===== src/logic/buf_geom_pkg.sv =====
// buffer geometry
// pixel and bus word widths, plus the data types built on them

package buf_geom_pkg;

  // one pixel, 16 bits
  localparam int PIX_W  = 16;
  // wishbone data width
  localparam int WORD_W = 64;
  // pixels carried by one bus word
  localparam int LANES  = WORD_W / PIX_W;

  ////////////////////
  // data types
  ////////////////////

  typedef logic [PIX_W-1:0]    pix_t;
  typedef logic [WORD_W-1:0]   word_t;

  // byte select of a full bus word
  typedef logic [WORD_W/8-1:0] be_t;
  // byte enable of a single pixel lane
  typedef logic [PIX_W/8-1:0]  pix_be_t;

endpackage


===== src/logic/buf_bus_pkg.sv =====
// bus and port bundles of the line buffer
// wishbone request/response, bank write, pixel read and the FSM states

package buf_bus_pkg;

  ////////////////////
  // wishbone classic
  ////////////////////

  // master to slave, held until ack or err
  typedef struct packed {
    logic                cyc;
    logic                stb;
    logic                we;
    logic [15:0]         adr;
    buf_geom_pkg::be_t   sel;
    buf_geom_pkg::word_t dat;
  } wb_req_t;

  // slave to master
  typedef struct packed {
    logic                ack;
    logic                err;
    buf_geom_pkg::word_t dat;
  } wb_rsp_t;

  ////////////////////
  // internal ports
  ////////////////////

  // one word write into the bank array, word address
  typedef struct packed {
    logic                en;
    logic [15:0]         adr;
    buf_geom_pkg::be_t   be;
    buf_geom_pkg::word_t dat;
  } bank_wr_t;

  // one pixel read lane, pixel address
  typedef struct packed {
    logic        req;
    logic [15:0] adr;
  } pix_rd_t;

  typedef enum logic {WB_IDLE, WB_RESP} wb_state_e;

  typedef enum logic [1:0] {SC_IDLE, SC_RUN, SC_LAST} scan_state_e;

endpackage


===== src/logic/scan_counter.sv =====
// scan address generator
// walks NPX pixel addresses per group, counts the groups left

`timescale 1ns/1ps

module scan_counter #(
  parameter int NPX = 4
) (
  input  logic                            clk_b_i,
  input  logic                            rst_ni,
  input  logic                            load_i,
  input  logic                            step_i,
  input  logic [15:0]                     base_i,
  input  logic [15:0]                     len_i,
  output buf_bus_pkg::pix_rd_t [NPX-1:0]  rd_o,
  output logic                            last_o
);

  // group start address and groups remaining
  logic [15:0] addr_q;
  logic [15:0] rem_q;

  always_ff @(posedge clk_b_i or negedge rst_ni) begin
    if (!rst_ni) begin
      addr_q <= '0;
      rem_q  <= '0;
    end else if (load_i) begin
      addr_q <= base_i;
      rem_q  <= len_i;
    end else if (step_i) begin
      addr_q <= addr_q + 16'(NPX);
      rem_q  <= rem_q - 16'd1;
    end
  end

  // consecutive pixels, one per lane
  for (genvar j = 0; j < NPX; j++) begin : g_lane
    assign rd_o[j].req = step_i;
    assign rd_o[j].adr = addr_q + 16'(j);
  end

  assign last_o = (rem_q == 16'd1);

  // zero groups would never raise last
  a_len_nonzero : assert property (@(posedge clk_b_i) disable iff (!rst_ni)
    load_i |-> (len_i != '0));

endmodule


===== config.mk =====
export PLATFORM = sky130hd
export DESIGN_NAME = scan_counter
export DESIGN_NICKNAME = d
export VERILOG_FILES = /design/src/logic/buf_geom_pkg.sv /design/src/logic/buf_bus_pkg.sv /design/src/logic/scan_counter.sv
export SDC_FILE = /design/constraint.sdc
export NUM_CORES = 1
export LEC_CHECK = 0
export ABC_AREA = 1
export ABC_CLOCK_PERIOD_IN_PS = 2250
export BUFFER_PORTS_ARGS = -buffer_cell sky130_fd_sc_hd__buf_2
export CAP_MARGIN = 40
export CELL_PAD_IN_SITES_DETAIL_PLACEMENT = 1
export CELL_PAD_IN_SITES_GLOBAL_PLACEMENT = 1
export CORE_ASPECT_RATIO = 0.9
export CORE_MARGIN = 2
export CORE_UTILIZATION = 34
export DETAILED_ROUTE_END_ITERATION = 7
export GPL_ROUTABILITY_DRIVEN = 0
export GPL_TIMING_DRIVEN = 0
export PLACE_DENSITY_LB_ADDON = 0.15
export SLEW_MARGIN = 10
export SYNTH_ARGS = -nofsm -noshare
export SYNTH_HDL_FRONTEND = slang
export SYNTH_SLANG_ARGS = --single-unit

===== constraint.sdc =====
create_clock -name clk_b_i -period 2.25 [get_ports clk_b_i]
set_input_delay 0.3375 -clock clk_b_i [delete_from_list [all_inputs] [get_ports clk_b_i]]
set_output_delay 0.3375 -clock clk_b_i [all_outputs]
set_load 0.005 [all_outputs]

# After elaboration in Yosys (flattened, before gate mapping)
# Cells that the tools add are included.
# totals
reg_bits,32
wordCells,13
input_bits,36
# classes
muxes,4
n_addsub,5
n_reduce_logical,1
eq_ne,1
# op_table
cell,n
$mux W16,4
$add A16 B2 Y16 const B,2
$add A16 B1 Y16 const B,1
$add A16 B3 Y16 const B,1
$eq A16 B1 Y1 const B,1
$sub A16 B1 Y16 const B,1
$reduce_bool A2 Y1,1

# Logic depth before layout (Yosys ltp)
# Gate-level depths: netlist of the first run.
# depth
ltp_word,3
mapped_depth,9
ltp_nobuf,9

# Least setup slack after synthesis of the first run
# No wires, ideal clock.
# synth_timing
path_kind,reg-to-output
startpoint,register addr_q[1]
endpoint,output port rd_o[65] in the netlist's numbering
setup_slack_ns,0.366
required_time_ns,1.913
arrival_time_ns,1.547
path_stages_with_launch,6
path_cell_list,dfrtp_1 > clkinv_1 > ha_1 > or2_1 > nor2_1 > xor2_1
# synth_rtl
element,line_no,text
start: declaration,scan_counter.sv:20,logic [15:0] addr_q;
start signal: assignment,scan_counter.sv:28,addr_q <= base_i;
start signal: assignment,scan_counter.sv:31,addr_q <= addr_q + 16'(NPX);
end: declaration,scan_counter.sv:15,"output buf_bus_pkg::pix_rd_t [NPX-1:0] rd_o,"

==> impl_results.md, run 1 <==
- Status: finished, final reports clean
- Largest net degree at the start of global routing: 33
- Synthesized instance count: 390
- First-pass GRT wire length: 14800 µm
- Ports: 105
- Critical path arrival: 1.81 ns
- Starting Density: 0.346
- Placed Cells: 592
- Setup Skew: 0.00933 ns
- Register area share after synthesis: 0.291
- Remaining DRCs: 0
- GRT overflow: 0
- Commonest non-fill, non-tap cell in the layout: buf_2
- Final setup vio count: 0
- Worst-path clk slew: 0.08 ns
- Post-cts hold buffer count: 0
- Most frequent cells in the layout: buf_2, nand2_1, nor2_1, inv_1, nand3_1
- Fill cells: 1039
- Post-route ant nets: 0
- Die width: 98.8 µm
- DR WL/cell: 15.5 µm
- P_leak: 0.00183 µW
- Yosys Warn Count: 0
- Clock Path Buffers: 2
- Clk sink count: 32
- Total GRT Usage: 0.215
- Area delta synth->final: 29.4%
- Period utilization: 0.956
- PD cells: 529 nW/µm²
- N_diodes: 0
- Final hold slack: 0.123 ns
- Clk root buf: clkbuf_8
- Row cnt: 31
- Type of the tightest min-delay check: input pin to asynchronous set/reset pin
- Post-Syn Nets: 433
- Core area: 7950 µm²
- CP startpoint kind: register
- Max-slew violation count: 0
- Max Freq: 0.465 GHz
- Vias in the first global route: 2933
- Yosys reg bits: 32
- DR vias/cell: 4.93
- TritonCTS clock tree: yes
- CP Data Required Time: 1.91 ns
- Flop2flop setup slack: 0.77 ns
- IO Port Bufs: 103
- Cell Area, Synth: 2750 µm²
- Nets@finish: 548
- Via count: 2976
- Minimum clock period: 2.15 ns
- Worst skew pair latency: 0.29 ns
- CP Capture Type: output port
- Routed Wire Length: 9340 µm
- Drt pass-1 iters: 4
- Die ar.: 8820 µm²
- Initial antenna violation count: 0
- Rel. slew slack: 0.474
- DR iter-0 viols: 86
- Slew of the pin with the lowest slew margin: 0.790 ns
- Crit Path Max Fanout: 7
- Share of cells above drive strength 1: 0.352
- Detailed Place HPWL: 7200 µm
- H-tree depth: 2
- Peak VDD IR: 0.000280 V
- Fin cells: 604
- Cts bufs inserted: 5
- Hold Vio Cnt, Final: 0
- Height of the die: 89.3 µm
- MaxCap Viol Count: 0
- Critical path class: register to output port
- Yosys cell types: 34
- Syn_area_per_cell: 7.05 µm²
[Yosys cell counts, drive strengths merged]
| cell | n | area share |
|---|---|---|
| dfrtp | 32 | 0.29 |
| o21bai | 1 | 0.0027 |
| nor2 | 47 | 0.079 |
| nand3 | 33 | 0.060 |
| o21ai | 20 | 0.038 |
| nand4 | 5 | 0.011 |
| xor2 | 34 | 0.11 |
| o211ai | 3 | 0.0082 |
| clkinv | 2 | 0.0027 |
| or2 | 2 | 0.0046 |
| nand2 | 106 | 0.16 |
| o2111ai | 1 | 0.0032 |
| o221ai | 3 | 0.0096 |
| a22oi | 16 | 0.044 |
| xnor2 | 7 | 0.022 |
| inv | 39 | 0.053 |
| buf | 20 | 0.046 |
| ha | 7 | 0.032 |
| nor3 | 3 | 0.0055 |
| a21oi | 4 | 0.0086 |
| clkbuf | 5 | 0.0073 |
[repair_timing]
action / in CTS / in global routing
setup buffers: 2 / 3
resized for setup: 5 / 10
setup endpoints to repair: 27 / 14
[state kept, by name (all words and copies together) (netlist names)]
| name | count |
|---|---|
| rem_q | 16 |
| addr_q | 16 |
[critical path: stages (launching register included)]
cell and delay (ns):
dfrtp_1 0.37, buf_2 0.22, nand2_1 0.11, nor2_1 0.17, nand3_1 0.16, xor2_2 0.23, nand2_1 0.09, nand2_1 0.06
buf_2 0.10
[area by class of cell]
class                      count  area, µm²  area share
inverter                      41        159      0.0447
timing repair buffer         108        553       0.155
tap                           99        124      0.0348
clock inverter                 2       12.5     0.00352
buffer                        25        148      0.0415
clock buffer                   5       68.8      0.0193
multi-input combinational    292       1690       0.474
sequential                    32        807       0.227
[per-layer routing]
layer / up-vias / track usage / share of wire
met5: - / 0 / 0
met4: 0 / 0.0436 / 0.0059
met3: 4 / 0.0250 / 0.040
met2: 75 / 0.384 / 0.49
met1: 1430 / 0.284 / 0.46
li1: 1467 / - / -
[worst paths after layout]
path | startpoint | endpoint | depth (start not counted)
worst max-delay path | addr_q[5] | rd_o[29] | 8
worst min-delay path | rst_ni | addr_q[15] | 1
worst max register to register | addr_q[2] | addr_q[14] | 7
worst min register to register | rem_q[15] | rem_q[15] | 2
max in group asynchronous | rst_ni | addr_q[2] | 1
min in group clk_b_i | base_i[1] | addr_q[1] | 3
[where the power goes]
group          total, µW  switching [µW]  internal (µW)  leakage (µW)
sequential           710            71.0            639      0.000384
clock                442             233            210     0.0000400
combinational        729             418            311       0.00141
[cell families (layout without fill, tap and decap cells)]
logic type	after synthesis	count (layout)	synth area share
compound gates	48	48	0.114
xor+xnor	41	41	0.133
fa+ha+maj	7	7	0.0319
buf+inv	66	181	0.110
flops	32	32	0.291
simple gates	196	196	0.320
[through the flow]
step            util  setup WS (ns)  total power [µW]  TNS (ns)  area (µm²)
3_3_place_gp   0.426        -0.0896              1410    -0.106        3390
2_1_floorplan      -          0.366              1120         0        2750
6_report       0.448          0.100              1880         0        3560
5_1_grt        0.448        -0.0172              2010   -0.0172        3560
4_1_cts        0.439         0.0181              1890         0        3490
3_5_place_dp   0.426        -0.0675              1430    -0.150        3390
Note: power is estimated with default switching activity, not from simulation.
==> inputs of run 2 (changes only) <==
--- a/config.mk
+++ b/config.mk
@@ -11,3 +11,3 @@
 export CAP_MARGIN = 40
-export CELL_PAD_IN_SITES_DETAIL_PLACEMENT = 1
+export CELL_PAD_IN_SITES_DETAIL_PLACEMENT = 0
 export CELL_PAD_IN_SITES_GLOBAL_PLACEMENT = 1
@@ -20,2 +20,3 @@
 export PLACE_DENSITY_LB_ADDON = 0.15
+export SKIP_LAST_GASP = 1
 export SLEW_MARGIN = 10
==> constraint.sdc (replaced) <==
create_clock -name clk_b_i -period 2.25 [get_ports clk_b_i]
set_input_delay 0.1125 -clock clk_b_i [delete_from_list [all_inputs] [get_ports clk_b_i]]
set_output_delay 0.1125 -clock clk_b_i [all_outputs]
set_load 0.005 [all_outputs]
==> impl_results.md, run 2 (synthesized netlist as in run 1, its figures left out) <==
- Status: complete, but fails checks
- Failing checks: design-rule violations
- PD cells: 528 nW/µm² (-0.17%)
- Placed Cells: 592 (unchanged)
- Minimum clock period: 2.08 ns (-0.0712 ns)
- Worst r2r dst: addr_q[8]
- CP Data Required Time: 2.14 ns (+0.23 ns)
- Max-slew violation count: 0 (unchanged)
- Period utilization: 0.924 (-0.0316)
- Area delta synth->final: 26.8%
- Worst skew pair latency: 0.28 ns (about the same)
- P_leak: 0.00181 µW (-1.1%)
- Clk root buf: clkbuf_8
- First-pass GRT wire length: 13400 µm (-9.6%)
- IO Port Bufs: 103 (unchanged)
- CP Launch Point: addr_q[2]
- N_diodes: 0 (unchanged)
- TritonCTS clock tree: yes
- Unrepaired setup endpoints after global routing: no
- Final Core Density: 0.438 (-0.00913)
- Final setup TNS: 0 ns (unchanged)
- Worst setup endpoint: rd_o[65]
- Initial antenna violation count: 0 (unchanged)
- Crit path max-delay family: simple AND/OR/NAND/NOR gates
- Design Area, Final: 3490 µm² (-2.0%)
- Fill cells: 868 (-16%)
- Via count: 2891 (-2.9%)
- Largest net degree at the start of global routing: 33 (unchanged)
- Routed Wire Length: 8650 µm (-7.5%)
- Most frequent cells in the layout: buf_2, nand2_1, nor2_1, inv_1
- Ports: 105 (unchanged)
- Buf/Inv on CP: 1 (-1)
- Worst-path clk slew: 0.07 ns (about the same)
- Cts bufs inserted: 5 (unchanged)
- Setup Skew: 0.00683 ns (-0.00250 ns)
- Critical path arrival: 1.97 ns (+0.16 ns)
- Critical path class: register to output port
- Nets@finish: 544 (-0.73%)
- Clock Path Buffers: 2 (unchanged)
- Crit Path Max Fanout: 9 (+2)
- CP Capture Type: output port
- Type of the tightest min-delay check: input pin to register
- Starting Density: 0.346 (unchanged)
- Drt pass-1 iters: 6 (+2)
- Power, Total: 1840 µW (-2.2%)
- DR iter-0 viols: 123 (+43%)
- Final setup vio count: 0 (unchanged)
- Slowest cell on crit path: dfrtp_2
- DR WL/cell: 14.4 µm (-6.8%)
- Rel. slew slack: 0.475 (+0.00122)
- Critical R2R Launch: addr_q[2]
- Flop2flop setup slack: 0.68 ns (-0.09 ns)
- Fin cells: 600 (-0.66%)
- Row cnt: 31 (unchanged)
- Commonest non-fill, non-tap cell in the layout: buf_2
- GRT overflow: 0 (unchanged)
- Height of the die: 89.3 µm (unchanged)
- Hold Vio Cnt, Final: 0 (unchanged)
- Multi-input logic area: 1650 µm² (-2.2%)
- Clk sink count: 32 (unchanged)
- Worst path cell trace: ha_2 > nand3_1 > or2_1 > nor2_1 > xor2_1 > buf_2
- CP startpoint kind: register
- Share of cells above drive strength 1: 0.327 (-0.0251)
- Remaining DRCs: 2 (+2)
- MaxCap Viol Count: 0 (unchanged)
- DR vias/cell: 4.82 (-2.2%)
- Post-route ant nets: 0 (unchanged)
- Postcts setup bufs: 0 (-2)
- Slew of the pin with the lowest slew margin: 0.788 ns (-0.00184 ns)
- Cell area after placement: 3390 µm² (unchanged)
- Detailed Place HPWL: 6640 µm (-7.8%)
- FF/Latch Area: 803 µm² (-0.47%)
- H-tree depth: 2 (unchanged)
- Die width: 98.8 µm (unchanged)
- Die ar.: 8820 µm² (unchanged)
- Largest registers: addr_q: 16 flops, rem_q: 16 flops
- Core area: 7950 µm² (unchanged)
- Max Freq: 0.481 GHz (+3.4%)
- CP peak stage delay: 0.50 ns (+0.13 ns)
- Worst Reg2Reg Path Length in Cells: 5 (-2)
- Peak VDD IR: 0.000248 V (-12%)
- Vias in the first global route: 2676 (-8.8%)
- Total GRT Usage: 0.196 (-0.0190)
- Critical Path Stages: 6 (-2)
[run 2: final cells by class]
cell class	count	share of cell area
clock inverter	2	0.00359
sequential	32	0.230
clock buffer	5	0.0197
timing repair buffer	104	0.151
multi-input combinational	292	0.473
inverter	41	0.0445
buffer	25	0.0424
tap	99	0.0355
[run 2: how the worst min path moves through the flow]
stage	start	to	slack, ns	cells past startpoint
floorplan	rst_ni	addr_q[0]	-0.18	0
global placement	rst_ni	addr_q[15]	0.25	1
detailed placement	rst_ni	addr_q[15]	0.25	1
CTS	base_i[1]	addr_q[1]	0.03	3
global route	len_i[1]	rem_q[1]	0.04	3
finish	base_i[11]	addr_q[11]	0.04	3
[run 2: per-stage QoR]
step	hold slack [ns]	setup WS, ns
4_1_cts	0.0349	0.0284
5_1_grt	0.0424	0.0308
3_5_place_dp	0.247	0.128
6_report	0.0434	0.171
3_3_place_gp	0.254	0.135
2_1_floorplan	-0.183	0.591
[run 2: where the power goes]
| group | internal, µW | leakage (µW) | switching (µW) |
|---|---|---|---|
| registers | 638 | 0.000387 | 73.1 |
| clock network | 210 | 0.0000400 | 230 |
| logic | 296 | 0.00138 | 394 |
[run 2: worst register-to-register path: cells and delay by family, from the launching register on]
| family | cells | cell delay (ns) |
|---|---|---|
| DFF | 1 | 0.50 |
| and+or+nand+nor | 2 | 0.37 |
| adders and majority gates | 1 | 0.29 |
| xor gates and xnor gates | 1 | 0.20 |
| AOI/OAI and AO/OA | 1 | 0.10 |
[run 2: per-layer routing]
metal	wire, µm	global-route usage
met1	3980	0.257
met2	3990	0.334
met3	565	0.0399
met4	115	0.0511
met5	0	0
[run 2: repair_timing]
item	in CTS	in global routing
hold buffers	1	0
gates resized for setup	2	2
endpoints found under the hold margin	32	0
endpoints found under the setup margin	11	2
