<file path="config.mk">
export PLATFORM = sky130hd
export DESIGN_NAME = wb_write_port
export DESIGN_NICKNAME = d
export VERILOG_FILES = /design/src/logic/buf_geom_pkg.sv /design/src/logic/buf_bus_pkg.sv /design/src/logic/wb_write_port.sv
export SDC_FILE = /design/constraint.sdc
export NUM_CORES = 1
export LEC_CHECK = 0
export BUFFER_PORTS_ARGS = -buffer_cell sky130_fd_sc_hd__buf_4
export CAP_MARGIN = 15
export CORE_MARGIN = 3
export CORE_UTILIZATION = 36
export CTS_CLUSTER_SIZE = 12
export DETAILED_ROUTE_END_ITERATION = 8
export PLACE_DENSITY = 0.77
export SLEW_MARGIN = 10
export SYNTH_ARGS = -nofsm -noshare
export SYNTH_HDL_FRONTEND = slang
export SYNTH_SLANG_ARGS = --single-unit
</file>
<file path="constraint.sdc">
create_clock -name clk_b_i -period 2.5 [get_ports clk_b_i]
set_input_delay 0 -clock clk_b_i [delete_from_list [all_inputs] [get_ports clk_b_i]]
set_output_delay 0 -clock clk_b_i [all_outputs]
set_load 0.005 [all_outputs]
</file>
<file path="src/logic/buf_geom_pkg.sv">
// buffer geometry
// pixel and bus word widths, plus the data types built on them

package buf_geom_pkg;

  // one pixel, 16 bits
  localparam int PIX_W  = 16;
  // wishbone data width
  localparam int WORD_W = 64;
  // pixels carried by one bus word
  localparam int LANES  = WORD_W / PIX_W;

  ////////////////////
  // data types
  ////////////////////

  typedef logic [PIX_W-1:0]    pix_t;
  typedef logic [WORD_W-1:0]   word_t;

  // byte select of a full bus word
  typedef logic [WORD_W/8-1:0] be_t;
  // byte enable of a single pixel lane
  typedef logic [PIX_W/8-1:0]  pix_be_t;

endpackage

</file>
<file path="src/logic/buf_bus_pkg.sv">
// bus and port bundles of the line buffer
// wishbone request/response, bank write, pixel read and the FSM states

package buf_bus_pkg;

  ////////////////////
  // wishbone classic
  ////////////////////

  // master to slave, held until ack or err
  typedef struct packed {
    logic                cyc;
    logic                stb;
    logic                we;
    logic [15:0]         adr;
    buf_geom_pkg::be_t   sel;
    buf_geom_pkg::word_t dat;
  } wb_req_t;

  // slave to master
  typedef struct packed {
    logic                ack;
    logic                err;
    buf_geom_pkg::word_t dat;
  } wb_rsp_t;

  ////////////////////
  // internal ports
  ////////////////////

  // one word write into the bank array, word address
  typedef struct packed {
    logic                en;
    logic [15:0]         adr;
    buf_geom_pkg::be_t   be;
    buf_geom_pkg::word_t dat;
  } bank_wr_t;

  // one pixel read lane, pixel address
  typedef struct packed {
    logic        req;
    logic [15:0] adr;
  } pix_rd_t;

  typedef enum logic {WB_IDLE, WB_RESP} wb_state_e;

  typedef enum logic [1:0] {SC_IDLE, SC_RUN, SC_LAST} scan_state_e;

endpackage

</file>
<file path="src/logic/wb_write_port.sv">
// wishbone classic write slave
// one wait state per cycle, writes go to the banks, reads get err

`timescale 1ns/1ps

module wb_write_port (
  input  logic                  clk_b_i,
  input  logic                  rst_ni,
  input  buf_bus_pkg::wb_req_t  wb_i,
  output buf_bus_pkg::wb_rsp_t  wb_o,
  output buf_bus_pkg::bank_wr_t wr_o
);

  buf_bus_pkg::wb_state_e state_q;
  buf_bus_pkg::wb_state_e state_d;
  logic                   take;
  logic                   resp;
  logic                   we_q;
  // captured request payload
  logic [15:0]            adr_q;
  buf_geom_pkg::be_t      sel_q;
  buf_geom_pkg::word_t    dat_q;

  assign take = (state_q == buf_bus_pkg::WB_IDLE) && wb_i.cyc && wb_i.stb;
  assign resp = (state_q == buf_bus_pkg::WB_RESP);

  // idle -> resp on a new cycle, resp lasts exactly one clock
  always_comb begin
    state_d = state_q;
    if (take) begin
      state_d = buf_bus_pkg::WB_RESP;
    end else if (resp) begin
      state_d = buf_bus_pkg::WB_IDLE;
    end
  end

  always_ff @(posedge clk_b_i or negedge rst_ni) begin
    if (!rst_ni) begin
      state_q <= buf_bus_pkg::WB_IDLE;
      we_q    <= 1'b0;
    end else begin
      state_q <= state_d;
      if (take) begin
        we_q <= wb_i.we;
      end
    end
  end

  always_ff @(posedge clk_b_i) begin
    if (take) begin
      adr_q <= wb_i.adr;
      sel_q <= wb_i.sel;
      dat_q <= wb_i.dat;
    end
  end

  // ack and bank write share the wait-state cycle
  always_comb begin
    wb_o.ack = resp && we_q;
    wb_o.err = resp && !we_q;
    // no read path, data bus stays quiet
    wb_o.dat = '0;
    wr_o.en  = resp && we_q;
    wr_o.adr = adr_q;
    wr_o.be  = sel_q;
    wr_o.dat = dat_q;
  end

  // one response, only inside a live cycle, never both kinds
  a_wb_rsp_legal : assert property (@(posedge clk_b_i) disable iff (!rst_ni)
    (wb_o.ack || wb_o.err) |-> (wb_i.cyc && wb_i.stb && !(wb_o.ack && wb_o.err)));

endmodule

</file>
* Yosys cells after proc, flatten, opt, wreduce, memory -nomap -nowiden *
Cells that the tools add are included.

cells by class
  mux-type cells = 1
  bitwise gates (word level) = 1
  reductions and logical operators = 5

operator list
  kind               number
  logical AND 1 bit  4
  zero test 1 bit    1
  two-way mux 1 bit  1
  NOT 1 bit          1

storage, ports and cells
  flip-flop bits (word level) = 90
  output and inout bits = 155

* Depth between registers and ports, before layout *
Gate-level depths: netlist (run 1).

  word-level depth = 4
  depth in mapped cells = 2
  gate-level depth less buffers = 2

* Worst setup path after synthesis (run 1) *
OpenSTA, ideal clock, no wires.

  kind = register to register
  start = register state_q, in the netlist resp
  end = register adr_q[0] (enable)
  arrival = 2,251 ps
  data required time = 2,058 ps
  slack = -194 ps
  stages on the path, launching flop included = 3
  path buffers = 0
  path through = dfrtp_1 > nand3b_4 > inv_1

between the ends
  cells in the longest elaborated chain, start to end = 3

ends and longest elaborated chain
  element                          line                 source
  start, declared                  wb_write_port.sv:14  buf_bus_pkg::wb_state_e state_q;
  start signal, assigned           wb_write_port.sv:39  state_q <= buf_bus_pkg::WB_IDLE;
  start signal, assigned           wb_write_port.sv:42  state_q <= state_d;
  NOT 1 bit                        wb_write_port.sv:24  assign take = (state_q == buf_bus_pkg::WB_IDLE) && wb_i.cyc && wb_i.stb;
  logical AND 1 bit (2 in series)  wb_write_port.sv:24
  end signal, assigned             wb_write_port.sv:51  adr_q <= wb_i.adr;
  end, declared                    wb_write_port.sv:20  logic [15:0] adr_q;

Every way passes these cells.
A chain may end at the register's enable or synchronous reset.

* Worst setup path after layout (run 1) *
  start = register state_q, in the netlist resp
  end = register sel_q[1] (enable)

between the ends
  cells in the longest elaborated chain, start to end = 3

ends and longest elaborated chain
  element                          line                 source
  NOT 1 bit                        wb_write_port.sv:24
  logical AND 1 bit (2 in series)  wb_write_port.sv:24
  end signal, assigned             wb_write_port.sv:52  sel_q <= wb_i.sel;
  end, declared                    wb_write_port.sv:21  buf_geom_pkg::be_t sel_q;

Every way passes these cells.

==> metrics.md, run 1 <==
| Metric | Value |
|---|---|
| Via-to-Cell Ratio | about 4.1 |
| P per Cell Area | ~550 nW/um^2 |
| Initial antenna violation count | 0 |
| Crit-path max cell delay | 410 ps |
| Met2 GRT Util | 0.340 |
| Mapped Cells | 161 |
| Root buffer cell | clkbuf_8 |
| Number of global-route vias before repair | 2484 |
| CORE AREA | approximately 8500 um^2 |
| Clock Skews | ~18 ps |
| Core Util, Final | 0.664 |
| Clock buffer depth | 2 |
| Mapped cell area | 3240 um^2 |
| Post-synth ARST share | 0.0222 |
| Number of library cell types mapped by synthesis | 9 |
| Crit path buffers/inverters | 2 |
| Fin nets | approximately 540 |
| Post-synth top area share | 0.816 |
| Hold crit path type | in2reg |
| Crit-path slowest cell | dfrtp_1 |
| List of most frequent post-synthesis cells | edfxtp_1 (88), buf_4 (65), dfrtp_1 (2) |
| Initial DRC Count | 84 |
| Design Area, Final | 5620 um^2 |
| Met3 Usage GRT | 0.0740 |
| Met1 Use GR | 0.173 |
| Worst setup path class | reg2reg |
| Residual DRC | 0 |
| Final slew viol count | 0 |
| Minimum clock period | 1720 ps |
| Yosys warning count | 0 |
| Max frequency | 0.581 GHz |
| Max Fanout on Critical Path | 26 |
| Gr usage total | 0.182 |
| Detail Route Antenna Nets | 0 |
| Pleak | 2.46 nW |
| TritonCTS clock tree | yes |
| Top post-synthesis cells by area | edfxtp_1 (82%), buf_4 (15%), dfrtp_1 (1.5%) |
| Worst EP required | 2510 ps |
| Layout cell share with drive strength beyond 1 | 0.455 |
| Inserted Clock Buffers | 9 |
| Number of port buffers | 183 |
| Syn avg cell area | 20.1 um^2 |
| Largest net degree at the start of global routing | between 40 and 50 |
| Cell taking the most area after synthesis | edfxtp_1 |
| GR peak layer | met2 |
| DRT Wirelength | 9.34 mm |
| Die area | 10200 um^2 |
| Seq cells post-synth | 90 |
| GPL Wtd Cong | ~0.72 |
| WP data arrival | 1730 ps |
| Reg clk slew, reported paths | 100 ps |
| RSZ-0062 raised after global routing | false |
| First-pass GRT wire length | 13.5 mm |
| Area grow syn2layout | 73.6% |
| Worst setup EP type | flop |
| GRT Residual Overflow | 0 |
| Post-synth top flop | edfxtp_1 |
| Die Width | 101 um |
| Number of synthesized flops with an enable pin | 88 |
| Row count | 33 |
| Post-CTS setup buffers | 0 |
| CP Cell Sequence | nand3b_4 > clkinvlp_4 > buf_4 |
| # Max-Cap Violations | 0 |
| # H-tree levels | 3 |
| Sequential share of the synthesized area | 0.832 |
| DR vias | 2280 |
| Post-DP Area | 4520 um^2 |
| Most numerous cell in the Yosys netlist | edfxtp_1 |
| Pre-antenna DRT Iters | 4 |
| Routed wire per std cell | 16.8 um |
| Worst-Skew Late Latency | about 350 ps |
| Power Total | 0.00309 W |
| Final period util | 0.688 |
| DP HPWL | 5.75 mm |
| Final setup fails | 0 |
| Boundary pin count | 248 |
| Status | complete, no violations |
| Chip height | approximately 100 um |
| VDD IR-drop max | 0.358 mV |
| Sum of negative setup slack | 0 ps |
| # clock sinks | 90 |
| Startpoint types | flop |
| Final Hold Violating Endpoints | 0 |
| Antenna Cells | 0 |
| Hold Slack | 57.1 ps |
| Initial core utilization | 0.382 |
| CP top delay family | buffers and inverters |
-- flip-flops by register name (all words and copies together) (netlist names) --
name / flops
dat_q: 64
resp: 1
we_q: 1
adr_q: 16
sel_q: 8
-- cells in the final DEF, fill, tap and decap left out, types with 2 or more instances in the layout --
cell type / netlist / final
buf_4: 65 / 184
dlygate4sd3_1: 0 / 91
edfxtp_1: 88 / 88
conb_1: 1 / 64
clkbuf_8: 0 / 10
inv_6: 0 / 3
clkinv_2: 0 / 2
dfrtp_1: 2 / 2
-- per-stage QoR --
step                      std cells  setup WS, ps
final                           556           780
after global placement          449           891
after CTS                       556           820
after global routing            556           697
after floorplan                 224           352
after detailed placement        449           844
-- worst reg2reg max path, delay by kind of cell (launching register included) --
family / cells / cell delay [ps]
buffers and inverters: 2 / 750
flip-flops: 1 / 410
AND/OR/NAND/NOR: 1 / 190
-- power breakdown --
group          switching (W)  total, W  internal, W  leakage [nW]
Clock               0.000531  0.000935     0.000404        0.0994
Sequential         0.0000224   0.00175      0.00173         0.844
Combinational       0.000147  0.000406     0.000260          1.51
-- final cells by class --
type                            instances  area, um^2
Clock buffer                           10         138
Sequential cell                        90        2690
Timing Repair Buffer                  276        2310
Clock inverter                          6        47.5
Tap cell                              105         131
Multi-Input combinational cell         68         289
Inverter                                1        7.51
Fill cell                             552        2850
-- layer usage --
layer,part of all wire,vias to the layer above,wire [um]
li1,-,1018,-
met3,0.094,18,877
met1,0.31,1089,2940
met4,0.026,0,244
met5,0,-,0
met2,0.56,155,5280
-- cell families after synthesis --
| group | after synthesis | share of synthesized area |
|---|---|---|
| flops | 90 | 0.832 |
| buf+inv | 66 | 0.152 |
| simple gates | 3 | 0.0104 |
| mux | 1 | 0.00464 |
| other cells | 1 | 0.00116 |
-- path summary, 6_finish.rpt --
| check | start | to | slack, ps | depth (start not counted) |
|---|---|---|---|---|
| worst min register to register | we_q$_DFFE_PN0P_ | we_q$_DFFE_PN0P_ | 590 | 1 |
| max in group asynchronous | rst_ni | resp$_DFF_PN0_ | 1890 | 3 |
| worst min-delay path | wb_i[90] | we_q$_DFFE_PN0P_ | 60 | 3 |
| min in group asynchronous | rst_ni | we_q$_DFFE_PN0P_ | 490 | 3 |
| worst max-delay path | resp$_DFF_PN0_ | sel_q[1]$_DFFE_PP_ | 780 | 3 |
| worst max register to register | resp$_DFF_PN0_ | sel_q[1]$_DFFE_PP_ | 780 | 3 |
-- timing repair --
item / in CTS / in global routing
hold buffers: 91 / 0
gates resized for setup: 0 / 0
endpoints found under the hold margin: 91 / 0
(Power assumes the default switching activity.)
==> run 2, diff against run 1 <==
--- a/config.mk
+++ b/config.mk
@@ -8,10 +8,10 @@
 export BUFFER_PORTS_ARGS = -buffer_cell sky130_fd_sc_hd__buf_4
 export CAP_MARGIN = 15
 export CORE_MARGIN = 3
-export CORE_UTILIZATION = 36
+export CORE_UTILIZATION = 40
 export CTS_CLUSTER_SIZE = 12
 export DETAILED_ROUTE_END_ITERATION = 8
-export PLACE_DENSITY = 0.77
+export PLACE_DENSITY = 0.81
 export SLEW_MARGIN = 10
 export SYNTH_ARGS = -nofsm -noshare
 export SYNTH_HDL_FRONTEND = slang
==> constraint.sdc (replaced) <==
create_clock -name clk_b_i -period 1.6 [get_ports clk_b_i]
set_input_delay 0 -clock clk_b_i [delete_from_list [all_inputs] [get_ports clk_b_i]]
set_output_delay 0 -clock clk_b_i [all_outputs]
set_load 0.005 [all_outputs]
==> metrics.md, run 2 (synthesis gave the netlist of run 1 again) <==
| Metric | Value |
|---|---|
| Max frequency | 0.780 GHz |
| CTS resizes | 0 |
| Worst setup path class | reg2reg |
| Fin nets | around 540 |
| Minimum clock period | 1280 ps |
| Die area | 9210 um^2 |
| Worst setup EP type | flop |
| Final Hold Violating Endpoints | 0 |
| Worst reg2reg path depth | 3 |
| Crit path buffers/inverters | 2 |
| Switching Share | 0.204 |
| Clock Skews | 10.1 ps |
| Startpoint types | flop |
| # H-tree levels | 3 |
| Routed wire per std cell | 15.4 um |
| DRT Wirelength | 8.53 mm |
| GR peak layer | met2 |
| # Max-Cap Violations | 0 |
| Initial DRC Count | 50 |
| Logic pwr share | 0.120 |
| Crit-path slowest cell | dfrtp_1 |
| Internal Pwr Total | 0.00417 W |
| Post-DP Area | 4530 um^2 |
| Final slew viol count | 0 |
| Design Area, Final | 5690 um^2 |
| NetSw | 0.00107 W |
| Sum of negative setup slack | 0 ps |
| Detail Route Antenna Nets | 0 |
| CORE AREA | 7810 um^2 |
| Crit-path max cell delay | around 400 ps |
| Gr usage total | 0.181 |
| Critical R2R Launch | resp$_DFF_PN0_ |
| Initial core utilization | 0.415 |
| Via-to-Cell Ratio | between 4 and 5 |
| Flop-to-flop setup slack | 320 ps |
| WP depth | 3 |
| Die Width | between 90 and 100 um |
| Most common cell after layout, fill and taps aside | buf_4 |
| RSZ-0062 raised after global routing | false |
| Core Util, Final | 0.729 |
| Root buffer cell | clkbuf_8 |
| TritonCTS clock tree | yes |
| Post-CTS setup buffers | 0 |
| Chip height | 96.0 um |
| Largest Register | dat_q |
| Hold crit path type | in2reg |
| Met1 Use GR | 0.168 |
| CP top delay family | flip-flops |
| Layout cell share with drive strength beyond 1 | 0.455 |
| Clock buffer depth | 2 |
| Most frequent cells in the layout | buf_4 (183), dlygate4sd3_1 (91), edfxtp_1 (88) |
| WP data arrival | 1310 ps |
| Final period util | 0.801 |
| Largest net degree at the start of global routing | 48 |
| Row count | 32 |
| First-pass GRT wire length | 11.9 mm |
| Number of port buffers | 183 |
| Inserted Clock Buffers | 9 |
| # clock sinks | 90 |
| Number of global-route vias before repair | 2289 |
| Met3 Usage GRT | 0.0891 |
| Biggest regs | dat_q (64), adr_q (16), sel_q (8) |
| Initial antenna violation count | 1 |
| VDD IR-drop max | 0.845 mV |
| Reg power frac | 0.522 |
| CP startpoint | resp$_DFF_PN0_ |
| Setup crit end | adr_q[9]$_DFFE_PP_ |
| Worst EP required | between 1500 and 2000 ps |
| DP HPWL | 5.31 mm |
| Residual DRC | 0 |
| Area grow syn2layout | 75.8% |
| Pre-antenna DRT Iters | 4 |
| Max Fanout on Critical Path | 47 |
| End of the worst register-to-register path | adr_q[9]$_DFFE_PP_ |
| DR vias | 2220 |
| P per Cell Area | 920 nW/um^2 |
| Worst-Skew Late Latency | 340 ps |
| Boundary pin count | 248 |
| Final setup fails | 0 |
| GPL Wtd Cong | 0.714 |
| Reg clk slew, reported paths | 90 ps |
| Met2 GRT Util | 0.338 |
| Pleak | 2.49 nW |
| Clock share of power | 0.357 |
| Status | complete, no violations |
| CP Cell Sequence | nand3b_4 > clkinvlp_4 > buf_12 |
| Max FFs per register | 64 |
| GRT Residual Overflow | 0 |
-- run 2: changes by cell type in the layout (fill, tap and decap cells not counted), sizes merged --
cell and delta:
inv -1, diode +1, clkbuf -1, clkinv -1, bufinv +3
-- run 2: routing by layer --
layer / up-vias / wire, um
met4: 0 / 180
met2: 146 / 4870
met5: - / 0
met3: 12 / 943
li1: 1017 / -
met1: 1045 / 2540
-- run 2: through the flow --
step	hold slack, ps	cells	total power [W]	setup slack, ps
6_report	41.0	554	0.00524	318
5_1_grt	15.1	554	0.00545	267
4_1_cts	22.4	553	0.00525	316
3_5_place_dp	-215	446	0.00323	331
3_3_place_gp	-215	446	0.00321	366
2_1_floorplan	-296	224	0.00300	-548
-- run 2: how the worst min path moves through the flow --
stage             start                to  slack (ps)  depth (start not counted)
6_report       wb_i[90]  we_q$_DFFE_PN0P_          40                          3
5_1_grt        wb_i[90]  we_q$_DFFE_PN0P_          20                          3
3_3_place_gp     rst_ni    resp$_DFF_PN0_        -220                          1
2_1_floorplan    rst_ni    resp$_DFF_PN0_        -300                          0
3_5_place_dp     rst_ni    resp$_DFF_PN0_        -220                          1
4_1_cts        wb_i[90]  we_q$_DFFE_PN0P_          20                          3
-- run 2: timing repair --
item / in CTS / in global routing
endpoints found under the hold margin: 91 / 0
hold buffers: 91 / 0
endpoints found under the setup margin: 0 / 0
-- run 2: area by class of cell --
cell class	count	area, um^2
fill	474	2120
inverter	1	7.51
multi-input combinational	68	289
tap	102	128
clock buffer	9	124
clock inverter	7	124
antenna	1	2.50
sequential	90	2690
timing repair buffer	276	2320
-- run 2: power groups by stage --
stage	combinational, W	clock [W]	sequential [W]
floorplan	0.000196	0	0.00280
global placement	0.000426	0	0.00278
detailed placement	0.000438	0	0.00279
CTS	0.000619	0.00190	0.00273
global route	0.000685	0.00202	0.00275
finish	0.000629	0.00187	0.00274
-- run 2: worst reg2reg max path, stage by stage, from the launching register on --
cell and delay [ps]:
dfrtp_1 390, nand3b_4 180, clkinvlp_4 120, buf_12 250
